===== config.mk =====
export PLATFORM = sky130hd
export DESIGN_NAME = dcache_miss_ctrl
export DESIGN_NICKNAME = d
export VERILOG_FILES = /design/src/logic/dcache_pkg.sv /design/src/logic/dcache_miss_ctrl.sv
export VERILOG_INCLUDE_DIRS = /design/src /design/src/logic
export SDC_FILE = /design/constraint.sdc
export NUM_CORES = 1
export LEC_CHECK = 0
export ABC_AREA = 1
export BUFFER_PORTS_ARGS = -buffer_cell sky130_fd_sc_hd__buf_2
export CAP_MARGIN = 5
export CORE_AREA = 2 2 337 339
export CTS_CLUSTER_DIAMETER = 60
export DETAILED_ROUTE_END_ITERATION = 10
export DIE_AREA = 0 0 339 341
export GPL_TIMING_DRIVEN = 0
export SLEW_MARGIN = 20
export SYNTH_ARGS = -nofsm -noshare
export SYNTH_HDL_FRONTEND = slang
export SYNTH_SLANG_ARGS = --single-unit
export TNS_END_PERCENT = 1

===== constraint.sdc =====
create_clock -name clk -period 3.8 [get_ports clk]
set_input_delay 0.19 -clock clk [delete_from_list [all_inputs] [get_ports clk]]
set_output_delay 0.19 -clock clk [all_outputs]
set_load 0.02 [all_outputs]

===== src/logic/dcache_config.svh =====
`ifndef DCACHE_CONFIG_SVH
`define DCACHE_CONFIG_SVH

// cpu address width
`define DCACHE_ADDR_W 32

// one cache line, four 32-bit words
`define DCACHE_LINE_W 128

// geometry
`define DCACHE_NSET 64
`define DCACHE_NWAY 2

// address split: tag | index | offset
`define DCACHE_OFFSET_W 4
`define DCACHE_INDEX_W 6
`define DCACHE_TAG_W 22

// victim selection
`define DCACHE_LFSR_W 16

`endif


===== src/logic/dcache_pkg.sv =====
`default_nettype none

`include "dcache_config.svh"

package dcache_pkg;

    // address split into tag, set, word in line and byte in word
    typedef struct packed {
        logic [`DCACHE_TAG_W-1:0]   tag;
        logic [`DCACHE_INDEX_W-1:0] index;
        logic [1:0]                 word;
        logic [1:0]                 byte_off;
    } addr_fields_t;

    // one address word, seen raw or split
    typedef union packed {
        logic [`DCACHE_ADDR_W-1:0] raw;
        addr_fields_t              f;
    } addr_u;

    // tag array entry
    typedef struct packed {
        logic                     dirty;
        logic                     valid;
        logic [`DCACHE_TAG_W-1:0] tag;
    } tag_entry_t;

    typedef enum logic [2:0] {
        IDLE,
        WB_REQ,
        WB_WAIT,
        RD_REQ,
        RD_WAIT
    } miss_state_e;

endpackage

`default_nettype wire


===== src/logic/dcache_miss_ctrl.sv =====
`default_nettype none

`include "dcache_config.svh"

module dcache_miss_ctrl (
    input  wire                                         clk,
    input  wire                                         rst,
    input  wire                                         miss_i,
    input  dcache_pkg::addr_u                           miss_addr_i,
    input  wire  [3:0]                                  miss_wstrb_i,
    input  wire  [31:0]                                 miss_wdata_i,
    input  dcache_pkg::tag_entry_t [`DCACHE_NWAY-1:0]   miss_tags_i,
    input  wire  [`DCACHE_NWAY-1:0][`DCACHE_LINE_W-1:0] miss_lines_i,
    output logic                                        busy_o,
    output logic [`DCACHE_NWAY-1:0]                     refill_en_o,
    output dcache_pkg::tag_entry_t                      refill_tag_o,
    output logic [`DCACHE_LINE_W-1:0]                   refill_line_o,
    output logic                                        refill_done_o,
    output logic [31:0]                                 refill_word_o,
    output logic                                        mem_req_o,
    output logic                                        mem_we_o,
    output logic [`DCACHE_ADDR_W-1:0]                   mem_addr_o,
    output logic [`DCACHE_LINE_W-1:0]                   mem_wdata_o,
    input  wire                                         mem_rdy_i,
    input  wire                                         mem_rvalid_i,
    input  wire  [`DCACHE_LINE_W-1:0]                   mem_rdata_i,
    input  wire                                         mem_bvalid_i
);

    dcache_pkg::miss_state_e state_q, state_d;
    logic [`DCACHE_LFSR_W-1:0] lfsr_q;
    logic victim_q, victim_d;
    dcache_pkg::addr_u wb_addr;
    logic [`DCACHE_LINE_W/8-1:0] store_be;
    logic [`DCACHE_LINE_W-1:0] merged;

    // empty ways are filled before anything is evicted
    always_comb begin
        if (!miss_tags_i[0].valid) begin
            victim_d = 1'b0;
        end else if (!miss_tags_i[1].valid) begin
            victim_d = 1'b1;
        end else begin
            victim_d = lfsr_q[0];
        end
    end

    always_ff @(posedge clk) begin
        if (rst) begin
            state_q  <= dcache_pkg::IDLE;
            victim_q <= 1'b0;
            lfsr_q   <= `DCACHE_LFSR_W'hace1;
        end else begin
            state_q <= state_d;
            // taps 16, 14, 13, 11
            lfsr_q  <= {lfsr_q[`DCACHE_LFSR_W-2:0],
                        lfsr_q[15] ^ lfsr_q[13] ^ lfsr_q[12] ^ lfsr_q[10]};
            if (state_q == dcache_pkg::IDLE && miss_i) begin
                victim_q <= victim_d;
            end
        end
    end

    always_comb begin
        state_d = state_q;
        case (state_q)
            dcache_pkg::IDLE: begin
                if (miss_i) begin
                    if (miss_tags_i[victim_d].dirty && miss_tags_i[victim_d].valid) begin
                        state_d = dcache_pkg::WB_REQ;
                    end else begin
                        state_d = dcache_pkg::RD_REQ;
                    end
                end
            end
            dcache_pkg::WB_REQ: begin
                if (mem_rdy_i) state_d = dcache_pkg::WB_WAIT;
            end
            dcache_pkg::WB_WAIT: begin
                if (mem_bvalid_i) state_d = dcache_pkg::RD_REQ;
            end
            dcache_pkg::RD_REQ: begin
                if (mem_rdy_i) state_d = dcache_pkg::RD_WAIT;
            end
            dcache_pkg::RD_WAIT: begin
                if (mem_rvalid_i) state_d = dcache_pkg::IDLE;
            end
            default: begin
                state_d = dcache_pkg::IDLE;
            end
        endcase
    end

    assign busy_o = state_q != dcache_pkg::IDLE;

    // victim line address: its own tag on the missing set
    always_comb begin
        wb_addr.f.tag      = miss_tags_i[victim_q].tag;
        wb_addr.f.index    = miss_addr_i.f.index;
        wb_addr.f.word     = 2'b00;
        wb_addr.f.byte_off = 2'b00;
    end

    assign mem_req_o   = state_q == dcache_pkg::WB_REQ || state_q == dcache_pkg::RD_REQ;
    assign mem_we_o    = state_q == dcache_pkg::WB_REQ;
    assign mem_wdata_o = miss_lines_i[victim_q];
    assign mem_addr_o  = mem_we_o ? wb_addr.raw :
                         {miss_addr_i.raw[`DCACHE_ADDR_W-1:`DCACHE_OFFSET_W],
                          {`DCACHE_OFFSET_W{1'b0}}};

    // store data from a store miss goes over the returned line
    assign store_be = (`DCACHE_LINE_W/8)'(miss_wstrb_i) << {miss_addr_i.f.word, 2'b00};

    always_comb begin
        for (int b = 0; b < `DCACHE_LINE_W / 8; b++) begin
            if (store_be[b]) begin
                merged[b*8+:8] = miss_wdata_i[(b%4)*8+:8];
            end else begin
                merged[b*8+:8] = mem_rdata_i[b*8+:8];
            end
        end
    end

    assign refill_done_o = state_q == dcache_pkg::RD_WAIT && mem_rvalid_i;
    assign refill_en_o   = refill_done_o ? (`DCACHE_NWAY'(1) << victim_q) : '0;
    assign refill_tag_o  = {miss_wstrb_i != 4'b0, 1'b1, miss_addr_i.f.tag};
    assign refill_line_o = merged;
    assign refill_word_o = merged[miss_addr_i.f.word*32+:32];

endmodule

`default_nettype wire


==> impl_results.md <==
* Most common cell after layout, fill and taps aside: buf_2
* Setup Buffers After CTS at 0
* Fmax at 0.292 GHz
* Clock skew at 0.000881 ns
* Fill cell count at 13.4k
* Gr ovfl total at 0
* CP max FO at 10
* Final ANT Viol Nets at 0
* Power per cell area at 314 nW/um^2
* Clock sinks at 20
* Sequential area share after synthesis at 7.23%
* Flops & latches, synth at 20
* Area added between synthesis and finish at 112%
* Setup TNS at 0 ns
* Nets at 2567
* Chip height at 341 um
* Worst VDD drop at 0.000178 V
* Most frequent cells in the layout: 854 x buf_2, 682 x nand2_1, 121 x o21ai_0, 95 x nor2_1, 72 x o21ai_1
* Synth top area share at 46.2%
* Hold depth at 4
* Worst-path clk slew at 0.05 ns
* Initial Utilization at 4.95%
* H-tree Lvls at 1
* R2R depth at 4
* CP Cell Sequence: clkbuf_1, inv_2, clkbuf_1, nor2_1, o31ai_1, buf_2
* Worst slew margin at 26.0%
* Worst path top cell family by delay: buffers and inverters
* Period utilisation layout at 90.2%
* Final hold violation count at 0
* CTS tree: done
* Max Used Layer: met5
* Worst min path class: input port to flop
* Final HPWL DP at 60700 um
* Fin Hold WS at 0.266 ns
* Syn avg cell area at 4.56 um^2
* Gpl congestion at 0.964
* Max Transition Viols Final at 0
* # IOs at 856
* Die area at 116000 um^2
* Met2 WL post-DR at 32300 um
* Synth Instances at 1213
* Register Area at 400 um^2
* Routed vias/inst at 3.23
* Setup WS pre-CTS at 0.540 ns
* TritonCTS buffer count at 3
* Total power at 3.69 mW
* Final core occ at 10.5%
* Worst setup margin at 0.371 ns
* PortBufs at 840
* Max_cap viols at 0
* Post_cts resized at 0
* Crit path buffers/inverters at 4
* Area of the mapped netlist at 5540 um^2
* First-pass detailed-route iteration total at 7
* Root buf cell: clkbuf_16
* Non-Filler Instances at 3568
* Largest net degree at the start of global routing at 13
* DR WL met3 at 7100 um
* Unrepaired setup endpoints after global routing: no
* First-pass GRT wire length at 86400 um
* Area contributors post-synth: nand2_1 46%, o21ai_0 11%, dfxtp_1 7.2%
* Die W at 339 um
* Fin crit period at 3.43 ns
* Worst-margin pin slew at 1.11 ns
* DP Area at 11600 um^2
* Vias in the first global route at 10.8k
* Routed len/inst at 18.7 um
* Critical Path Slowest Stage Cell: clkbuf_1
* DRC viols at 0
* Synth area leader: nand2_1
* Final wirelength at 66500 um
* CP Capture Type: primary output
* Top cell by count, worst path: clkbuf_1
* Share of cells above drive strength 1 at 44.8%
* Placed cell count at 3556
* Synth unique cells at 25
* Worst path max stage delay at 0.86 ns
* Setup violators final at 0
* Critical path arrival at 3.24 ns
* Leakage at 6.73 nW
* Later-pin clock latency in the skew report at 0.25 ns
* Worst EP required at 3.61 ns
* Placeable core area at 112000 um^2
* Critical Path Source Type: flop
* Yosys warns at 0
* Kind of critical path: flop to primary output
* Status: finished clean
* Vias at 11.5k
* Hold-fix buffers, CTS at 0
* Gr usage total at 10.7%
* 1st-iter DRT viols at 790
* Std-Cell Rows at 123
* M1 wire length at 23900 um
* Final non-filler cell area at 11800 um^2
* Initial antenna violation count at 29
* Clk buf depth at 2
* Area occupied by multi-input gates at 4340 um^2
* Crit path depth at 6
==> state kept, by name (all words and copies together), names as in the netlist <==
| name | count |
|---|---|
| lfsr_q | 16 |
| state_q | 3 |
| victim_q | 1 |
==> synthesized netlist by cell type (all sizes together) <==
cell type,number
nand3,19
clkbuf,47
nand2,682
xnor2,1
nand3b,1
a21oi,4
o31ai,22
or2,7
nand4,1
xor2,1
buf,64
or4,1
nor2,95
conb,2
o21ai,193
inv,53
dfxtp,20
==> final timing paths <==
check        slack, ns                       to             startpoint
max               0.37           mem_addr_o[13]  victim_q$_SDFFE_PP0P_
min               0.27  state_q[0]$_SDFFE_PP0P_              mem_rdy_i
max reg2reg       2.08    victim_q$_SDFFE_PP0P_  victim_q$_SDFFE_PP0P_
min reg2reg       0.40     lfsr_q[8]$_SDFF_PP0_   lfsr_q[7]$_SDFF_PP1_
==> worst reg2reg max path: stages (launching register included) <==
cell      delay [ns]
dfxtp_1         0.30
clkbuf_1        0.63
clkbuf_1        0.51
a21oi_1         0.13
nor2_1          0.10
==> power by group <==
group	total, mW	switching (mW)	internal, mW
registers	0.256	0.0170	0.239
logic	3.16	2.27	0.891
clock network	0.281	0.0727	0.209
==> routing by layer <==
layer,up-vias,GRT usage (%)
li1,5472,-
met1,5108,11.5
met2,787,19.0
met3,127,3.85
met4,16,4.31
met5,-,0
==> final cells by class <==
class	instances	area share, %
multi-input cells	1032	36.9
diodes	8	0.170
plain buffers	111	5.17
clock inverters	1	0.255
inverters	53	1.73
repair buffers	840	35.8
flip-flops and latches	20	3.41
clock buffers	3	0.639
well taps	1500	16.0
==> cells by family (layout without fill, tap and decap cells) <==
group,Yosys count,in the layout,share of synthesized area (%)
XOR/XNOR,2,2,0.316
AO/OA/AOI/OAI,219,219,20.8
AND/OR/NAND/NOR,806,806,56.9
flip-flops,20,20,7.23
other,2,13,0.136
buffers and inverters,164,1008,14.6
Note: power is estimated with default switching activity, not from simulation.
