`config.mk`:
```
export PLATFORM = sky130hd
export DESIGN_NAME = dcache_pipeline
export DESIGN_NICKNAME = d
export VERILOG_FILES = /design/src/logic/dcache_pkg.sv /design/src/logic/dcache_pipeline.sv
export VERILOG_INCLUDE_DIRS = /design/src /design/src/logic
export SDC_FILE = /design/constraint.sdc
export NUM_CORES = 1
export LEC_CHECK = 0
export BUFFER_PORTS_ARGS = -buffer_cell sky130_fd_sc_hd__buf_2
export CAP_MARGIN = 20
export CELL_PAD_IN_SITES_DETAIL_PLACEMENT = 1
export CELL_PAD_IN_SITES_GLOBAL_PLACEMENT = 2
export CORE_AREA = 2 2 443 445
export CTS_CLUSTER_SIZE = 28
export DETAILED_ROUTE_END_ITERATION = 12
export DIE_AREA = 0 0 445 447
export HOLD_SLACK_MARGIN = 0.03
export PLACE_DENSITY = 0.45
export SLEW_MARGIN = 20
export SYNTH_ARGS = -nofsm -noshare
export SYNTH_HDL_FRONTEND = slang
export SYNTH_SLANG_ARGS = --single-unit
```
`constraint.sdc`:
```
create_clock -name clk -period 10.6 [get_ports clk]
set_clock_uncertainty 0.05 [all_clocks]
set_input_delay 2.12 -clock clk [delete_from_list [all_inputs] [get_ports clk]]
set_output_delay 2.12 -clock clk [all_outputs]
set_load 0.005 [all_outputs]
```
`src/logic/dcache_config.svh`:
```
`ifndef DCACHE_CONFIG_SVH
`define DCACHE_CONFIG_SVH

// cpu address width
`define DCACHE_ADDR_W 32

// one cache line, four 32-bit words
`define DCACHE_LINE_W 128

// geometry
`define DCACHE_NSET 64
`define DCACHE_NWAY 2

// address split: tag | index | offset
`define DCACHE_OFFSET_W 4
`define DCACHE_INDEX_W 6
`define DCACHE_TAG_W 22

// victim selection
`define DCACHE_LFSR_W 16

`endif

```
`src/logic/dcache_pkg.sv`:
```
`default_nettype none

`include "dcache_config.svh"

package dcache_pkg;

    // address split into tag, set, word in line and byte in word
    typedef struct packed {
        logic [`DCACHE_TAG_W-1:0]   tag;
        logic [`DCACHE_INDEX_W-1:0] index;
        logic [1:0]                 word;
        logic [1:0]                 byte_off;
    } addr_fields_t;

    // one address word, seen raw or split
    typedef union packed {
        logic [`DCACHE_ADDR_W-1:0] raw;
        addr_fields_t              f;
    } addr_u;

    // tag array entry
    typedef struct packed {
        logic                     dirty;
        logic                     valid;
        logic [`DCACHE_TAG_W-1:0] tag;
    } tag_entry_t;

    typedef enum logic [2:0] {
        IDLE,
        WB_REQ,
        WB_WAIT,
        RD_REQ,
        RD_WAIT
    } miss_state_e;

endpackage

`default_nettype wire

```
`src/logic/dcache_pipeline.sv`:
```
`default_nettype none

`include "dcache_config.svh"

module dcache_pipeline (
    input  wire                                         clk,
    input  wire                                         rst,
    input  wire                                         req_valid_i,
    input  wire  [`DCACHE_ADDR_W-1:0]                   req_addr_i,
    input  wire  [3:0]                                  req_wstrb_i,
    input  wire  [31:0]                                 req_wdata_i,
    output logic                                        ready_o,
    output logic                                        data_ok_o,
    output logic [31:0]                                 rdata_o,
    output logic                                        rd_en_o,
    output logic [`DCACHE_INDEX_W-1:0]                  rd_set_o,
    input  dcache_pkg::tag_entry_t [`DCACHE_NWAY-1:0]   rd_tags_i,
    input  wire  [`DCACHE_NWAY-1:0][`DCACHE_LINE_W-1:0] rd_lines_i,
    output logic [`DCACHE_NWAY-1:0]                     wr_en_o,
    output logic [`DCACHE_INDEX_W-1:0]                  wr_set_o,
    output dcache_pkg::tag_entry_t                      wr_tag_o,
    output logic [`DCACHE_LINE_W/8-1:0]                 wr_be_o,
    output logic [`DCACHE_LINE_W-1:0]                   wr_line_o,
    input  wire                                         init_done_i,
    output logic                                        miss_o,
    output dcache_pkg::addr_u                           miss_addr_o,
    output logic [3:0]                                  miss_wstrb_o,
    output logic [31:0]                                 miss_wdata_o,
    output dcache_pkg::tag_entry_t [`DCACHE_NWAY-1:0]   miss_tags_o,
    output logic [`DCACHE_NWAY-1:0][`DCACHE_LINE_W-1:0] miss_lines_o,
    input  wire                                         busy_i,
    input  wire  [`DCACHE_NWAY-1:0]                     refill_en_i,
    input  dcache_pkg::tag_entry_t                      refill_tag_i,
    input  wire  [`DCACHE_LINE_W-1:0]                   refill_line_i,
    input  wire                                         refill_done_i,
    input  wire  [31:0]                                 refill_word_i
);

    dcache_pkg::addr_u req_addr, s2_addr, s3_addr;
    logic s2_valid, s3_valid;
    logic [3:0] s2_wstrb, s3_wstrb;
    logic [31:0] s2_wdata, s3_wdata;
    dcache_pkg::tag_entry_t [`DCACHE_NWAY-1:0] s3_tags;
    logic [`DCACHE_NWAY-1:0][`DCACHE_LINE_W-1:0] s3_lines;
    logic [`DCACHE_NWAY-1:0] way_hit;
    logic [`DCACHE_LINE_W-1:0] hit_line;
    logic s3_hit, s3_miss, hold, accept;

    assign req_addr.raw = req_addr_i;

    // stage 3 tag compare
    always_comb begin
        hit_line = '0;
        for (int w = 0; w < `DCACHE_NWAY; w++) begin
            way_hit[w] = s3_tags[w].valid && s3_tags[w].tag == s3_addr.f.tag;
            if (way_hit[w]) begin
                hit_line = s3_lines[w];
            end
        end
    end

    assign s3_hit  = s3_valid && way_hit != '0;
    assign s3_miss = s3_valid && way_hit == '0;
    assign hold    = s3_miss || busy_i;

    // a store in stage 2 leaves a bubble so the next load sees its write
    assign ready_o = init_done_i && !hold && !(s2_valid && s2_wstrb != 4'b0);
    assign accept  = req_valid_i && ready_o;

    // on a stall keep re-reading the stage 2 set so it picks up the refill
    assign rd_en_o  = accept || hold;
    assign rd_set_o = hold ? s2_addr.f.index : req_addr.f.index;

    always_ff @(posedge clk) begin
        if (rst) begin
            s2_valid <= 1'b0;
            s3_valid <= 1'b0;
        end else if (refill_done_i) begin
            s3_valid <= 1'b0;
        end else if (!hold) begin
            s2_valid <= accept;
            s3_valid <= s2_valid;
        end
    end

    always_ff @(posedge clk) begin
        if (!hold) begin
            s2_addr  <= req_addr;
            s2_wstrb <= req_wstrb_i;
            s2_wdata <= req_wdata_i;
            s3_addr  <= s2_addr;
            s3_wstrb <= s2_wstrb;
            s3_wdata <= s2_wdata;
            s3_tags  <= rd_tags_i;
            s3_lines <= rd_lines_i;
        end
    end

    // refill from the miss controller wins the write port
    always_comb begin
        wr_set_o = s3_addr.f.index;
        if (refill_en_i != '0) begin
            wr_en_o   = refill_en_i;
            wr_tag_o  = refill_tag_i;
            wr_be_o   = '1;
            wr_line_o = refill_line_i;
        end else begin
            wr_en_o   = way_hit & {`DCACHE_NWAY{s3_hit && s3_wstrb != 4'b0}};
            wr_tag_o  = {1'b1, 1'b1, s3_addr.f.tag};
            wr_be_o   = (`DCACHE_LINE_W/8)'(s3_wstrb) << {s3_addr.f.word, 2'b00};
            wr_line_o = {(`DCACHE_LINE_W/32){s3_wdata}};
        end
    end

    assign data_ok_o = s3_hit || refill_done_i;
    assign rdata_o   = refill_done_i ? refill_word_i : hit_line[s3_addr.f.word*32+:32];

    // busy rises the cycle after the strobe, so this fires once per miss
    assign miss_o       = s3_miss && !busy_i;
    assign miss_addr_o  = s3_addr;
    assign miss_wstrb_o = s3_wstrb;
    assign miss_wdata_o = s3_wdata;
    assign miss_tags_o  = s3_tags;
    assign miss_lines_o = s3_lines;

endmodule

`default_nettype wire

```
==> flow_summary.json <==
{
  "groute.usage.overall_pct": 14.1,
  "yosysTopAreaCellShare_pct": 72.2,
  "clk_pin_slew_ps": 60,
  "initial_utilization_pct": 9.43,
  "antenna_found_initial": 80,
  "grt_pass1_vias": 17100,
  "routed_wl_mm": 149,
  "dp_cells": 4976,
  "slew_violations": 0,
  "final_common_cell": "buf_2",
  "die_x_um": 445,
  "dpl.hpwl_mm": 124,
  "critPathLaunchType": "flop",
  "yosysTopAreaCell": "edfxtp_1",
  "mostFrequentLayoutCells": "buf_2 (1153), edfxtp_1 (440), nand2_1 (417)",
  "fillers": 22600,
  "synth.distinct_cells": 43,
  "drt-initial-drc-count": 1292,
  "wl_per_cell_um": 29.1,
  "root_buffer": "clkbuf_16",
  "post-cts-setup-buffers": 0,
  "worst-endpoint-required_ps": 8430,
  "num_io_pins": 1154,
  "ys_ff_latch": 442,
  "p_per_area_nw_per_um2": 164,
  "synth_area_leaders": "edfxtp_1 (72%), nand2_1 (8.6%), mux2i_1 (2.5%), mux2_2 (2.3%), a221o_1 (1.3%)",
  "ff2ff_setup_slack_ps": 6150,
  "cp.arrival_ps": 5100,
  "gp_congestion": 0.941,
  "grt_max_degree": 153,
  "syn_avg_cell_area_um2": 13.7,
  "leakage_nw": 12.2,
  "htree_levels": 2,
  "ys_seq_area_share_pct": 72.4,
  "rows": 162,
  "cts_sinks": 442,
  "r2r_cells": 8,
  "cts_hold_buf": 0,
  "busiest_layer": "met2",
  "syn_to_final_growth_pct": 59.0,
  "timing_worst_setup_path_type": "reg -> out",
  "worstPathMaxFanout": 39,
  "hold_path_class": "reg -> reg",
  "final_nets": 3060,
  "drc_errors": 0,
  "cts_buffers": 60,
  "drive_above_1_share_pct": 52.2,
  "cts_resized": 0,
  "utilization_pct": 15.0,
  "maxCapViolCount": 0,
  "cts_tree": "built",
  "setup_viol": 0,
  "cts.path.max_buffers": 3,
  "grt_pass1_wl_mm": 184,
  "slew_headroom_pct": 27.3,
  "hold_depth": 0,
  "period_share_pct": 68.6,
  "grt_util_met1_pct": 16.2,
  "via_per_inst": 3.30,
  "grt.met3_usage_pct": 3.96,
  "ir_worst_vdd_v": 0.000126,
  "fin_cells": 5105,
  "grt_overflow": 0,
  "hold_violations": 0,
  "use_met2_pct": 25.8,
  "worst_slew_pin_slew_ps": 1090,
  "syn-num-nets": 1901,
  "tns_ps": 0,
  "dieArea_um2": 199000,
  "ys_warn_count": 0,
  "ant_nets": 0,
  "die_y_um": 447,
  "fmax_mhz": 138,
  "drt_first_pass_iters": 5,
  "status": "finished, final reports clean",
  "period_needed_ps": 7270,
  "rsz0062_at_grt": "no",
  "io_buffer_count": 1153,
  "clock_latency_ps": 710,
  "syn_inst": 1337,
  "p_total_mw": 4.76,
  "synth_area_um2": 18300,
  "coreArea_um2": 194000,
  "critPathCaptureType": "output port",
  "routed-via-count": 16900
}
==> cells by family after synthesis <==
family | after synthesis | share of synthesized area [%]
multiplexers | 84 | 4.85
XOR/XNOR | 44 | 2.11
buffers and inverters | 114 | 2.81
flip-flops | 442 | 72.4
AND/OR/NAND/NOR | 474 | 10.5
AO/OA/AOI/OAI | 179 | 7.36
==> registers in the layout (all words and copies together) (netlist names) <==
register and cells:
miss_lines_o 256, miss_tags_o 48, miss_addr_o 32, miss_wdata_o 32
s2_addr 32, s2_wdata 32, miss_wstrb_o 4, s2_wstrb 4
s2_valid 1, s3_valid 1
==> cell usage after synthesis (all sizes together) <==
master,number
a211oi,19
a21bo,1
a21oi,34
a221o,23
a41o,1
and3,1
buf,27
clkbuf,53
dfxtp,2
edfxtp,440
inv,34
mux2,38
mux2i,46
nand2,417
nand2b,4
nand3,7
nand3b,1
nand4,7
nor2,6
nor2b,20
nor3,1
nor4,5
o21ai,57
o21bai,1
o221ai,32
o2bb2a,1
o41ai,10
or2,3
or3,1
or4,1
xnor2,23
xor2,21
==> path summary, 6_finish.rpt <==
path / start / endpoint
max reg2reg: miss_addr_o[30]$_DFFE_PN_ / miss_lines_o[14]$_DFFE_PN_
min reg2reg: s2_addr[21]$_DFFE_PN_ / miss_addr_o[21]$_DFFE_PN_
min: s2_addr[21]$_DFFE_PN_ / miss_addr_o[21]$_DFFE_PN_
max: miss_addr_o[30]$_DFFE_PN_ / rdata_o[30]
==> power breakdown <==
group / switching [mW] / total, mW / internal, mW
registers: 0.0836 / 2.13 / 2.04
clock network: 0.907 / 2.05 / 1.14
logic: 0.367 / 0.587 / 0.220
total: 1.36 / 4.76 / 3.40
==> layout make-up <==
cell class | count | area (um2) | area share, %
Antenna cell | 17 | 42.5 | 0.146
Clock buffer | 71 | 1540 | 5.30
Clock inverter | 41 | 385 | 1.32
Inverter | 34 | 128 | 0.439
Multi-Input combinational cell | 781 | 4590 | 15.8
Sequential cell | 442 | 13300 | 45.5
Tap cell | 2542 | 3180 | 10.9
Timing Repair Buffer | 1177 | 5980 | 20.5
==> metrics by stage <==
| step | area [um2] | setup slack, ps | hold WS [ps] |
|---|---|---|---|
| final | 29100 | 3330 | 358 |
| after global routing | 29100 | 3060 | 371 |
| after CTS | 29100 | 3210 | 359 |
| after detailed placement | 27100 | 3910 | 356 |
| after global placement | 27100 | 3570 | 351 |
| after floorplan | 18300 | 104 | 350 |
==> metal layers <==
metal  share of wire [%]  vias up
met3                 7.2      199
li1                    -     7227
met2                  52      805
met4                 2.3       38
met5                0.16        -
met1                  38     8592
==> critical path, cell delays in order, from the launching register on <==
cell and delay (ps):
edfxtp_1 490, xor2_1 210, nor4_1 500, nand4_1 480
nor2_4 630, buf_4 680, mux2_1 250, a21oi_1 80
o41ai_2 780, buf_2 240
Note: power is estimated with default switching activity, not from simulation.
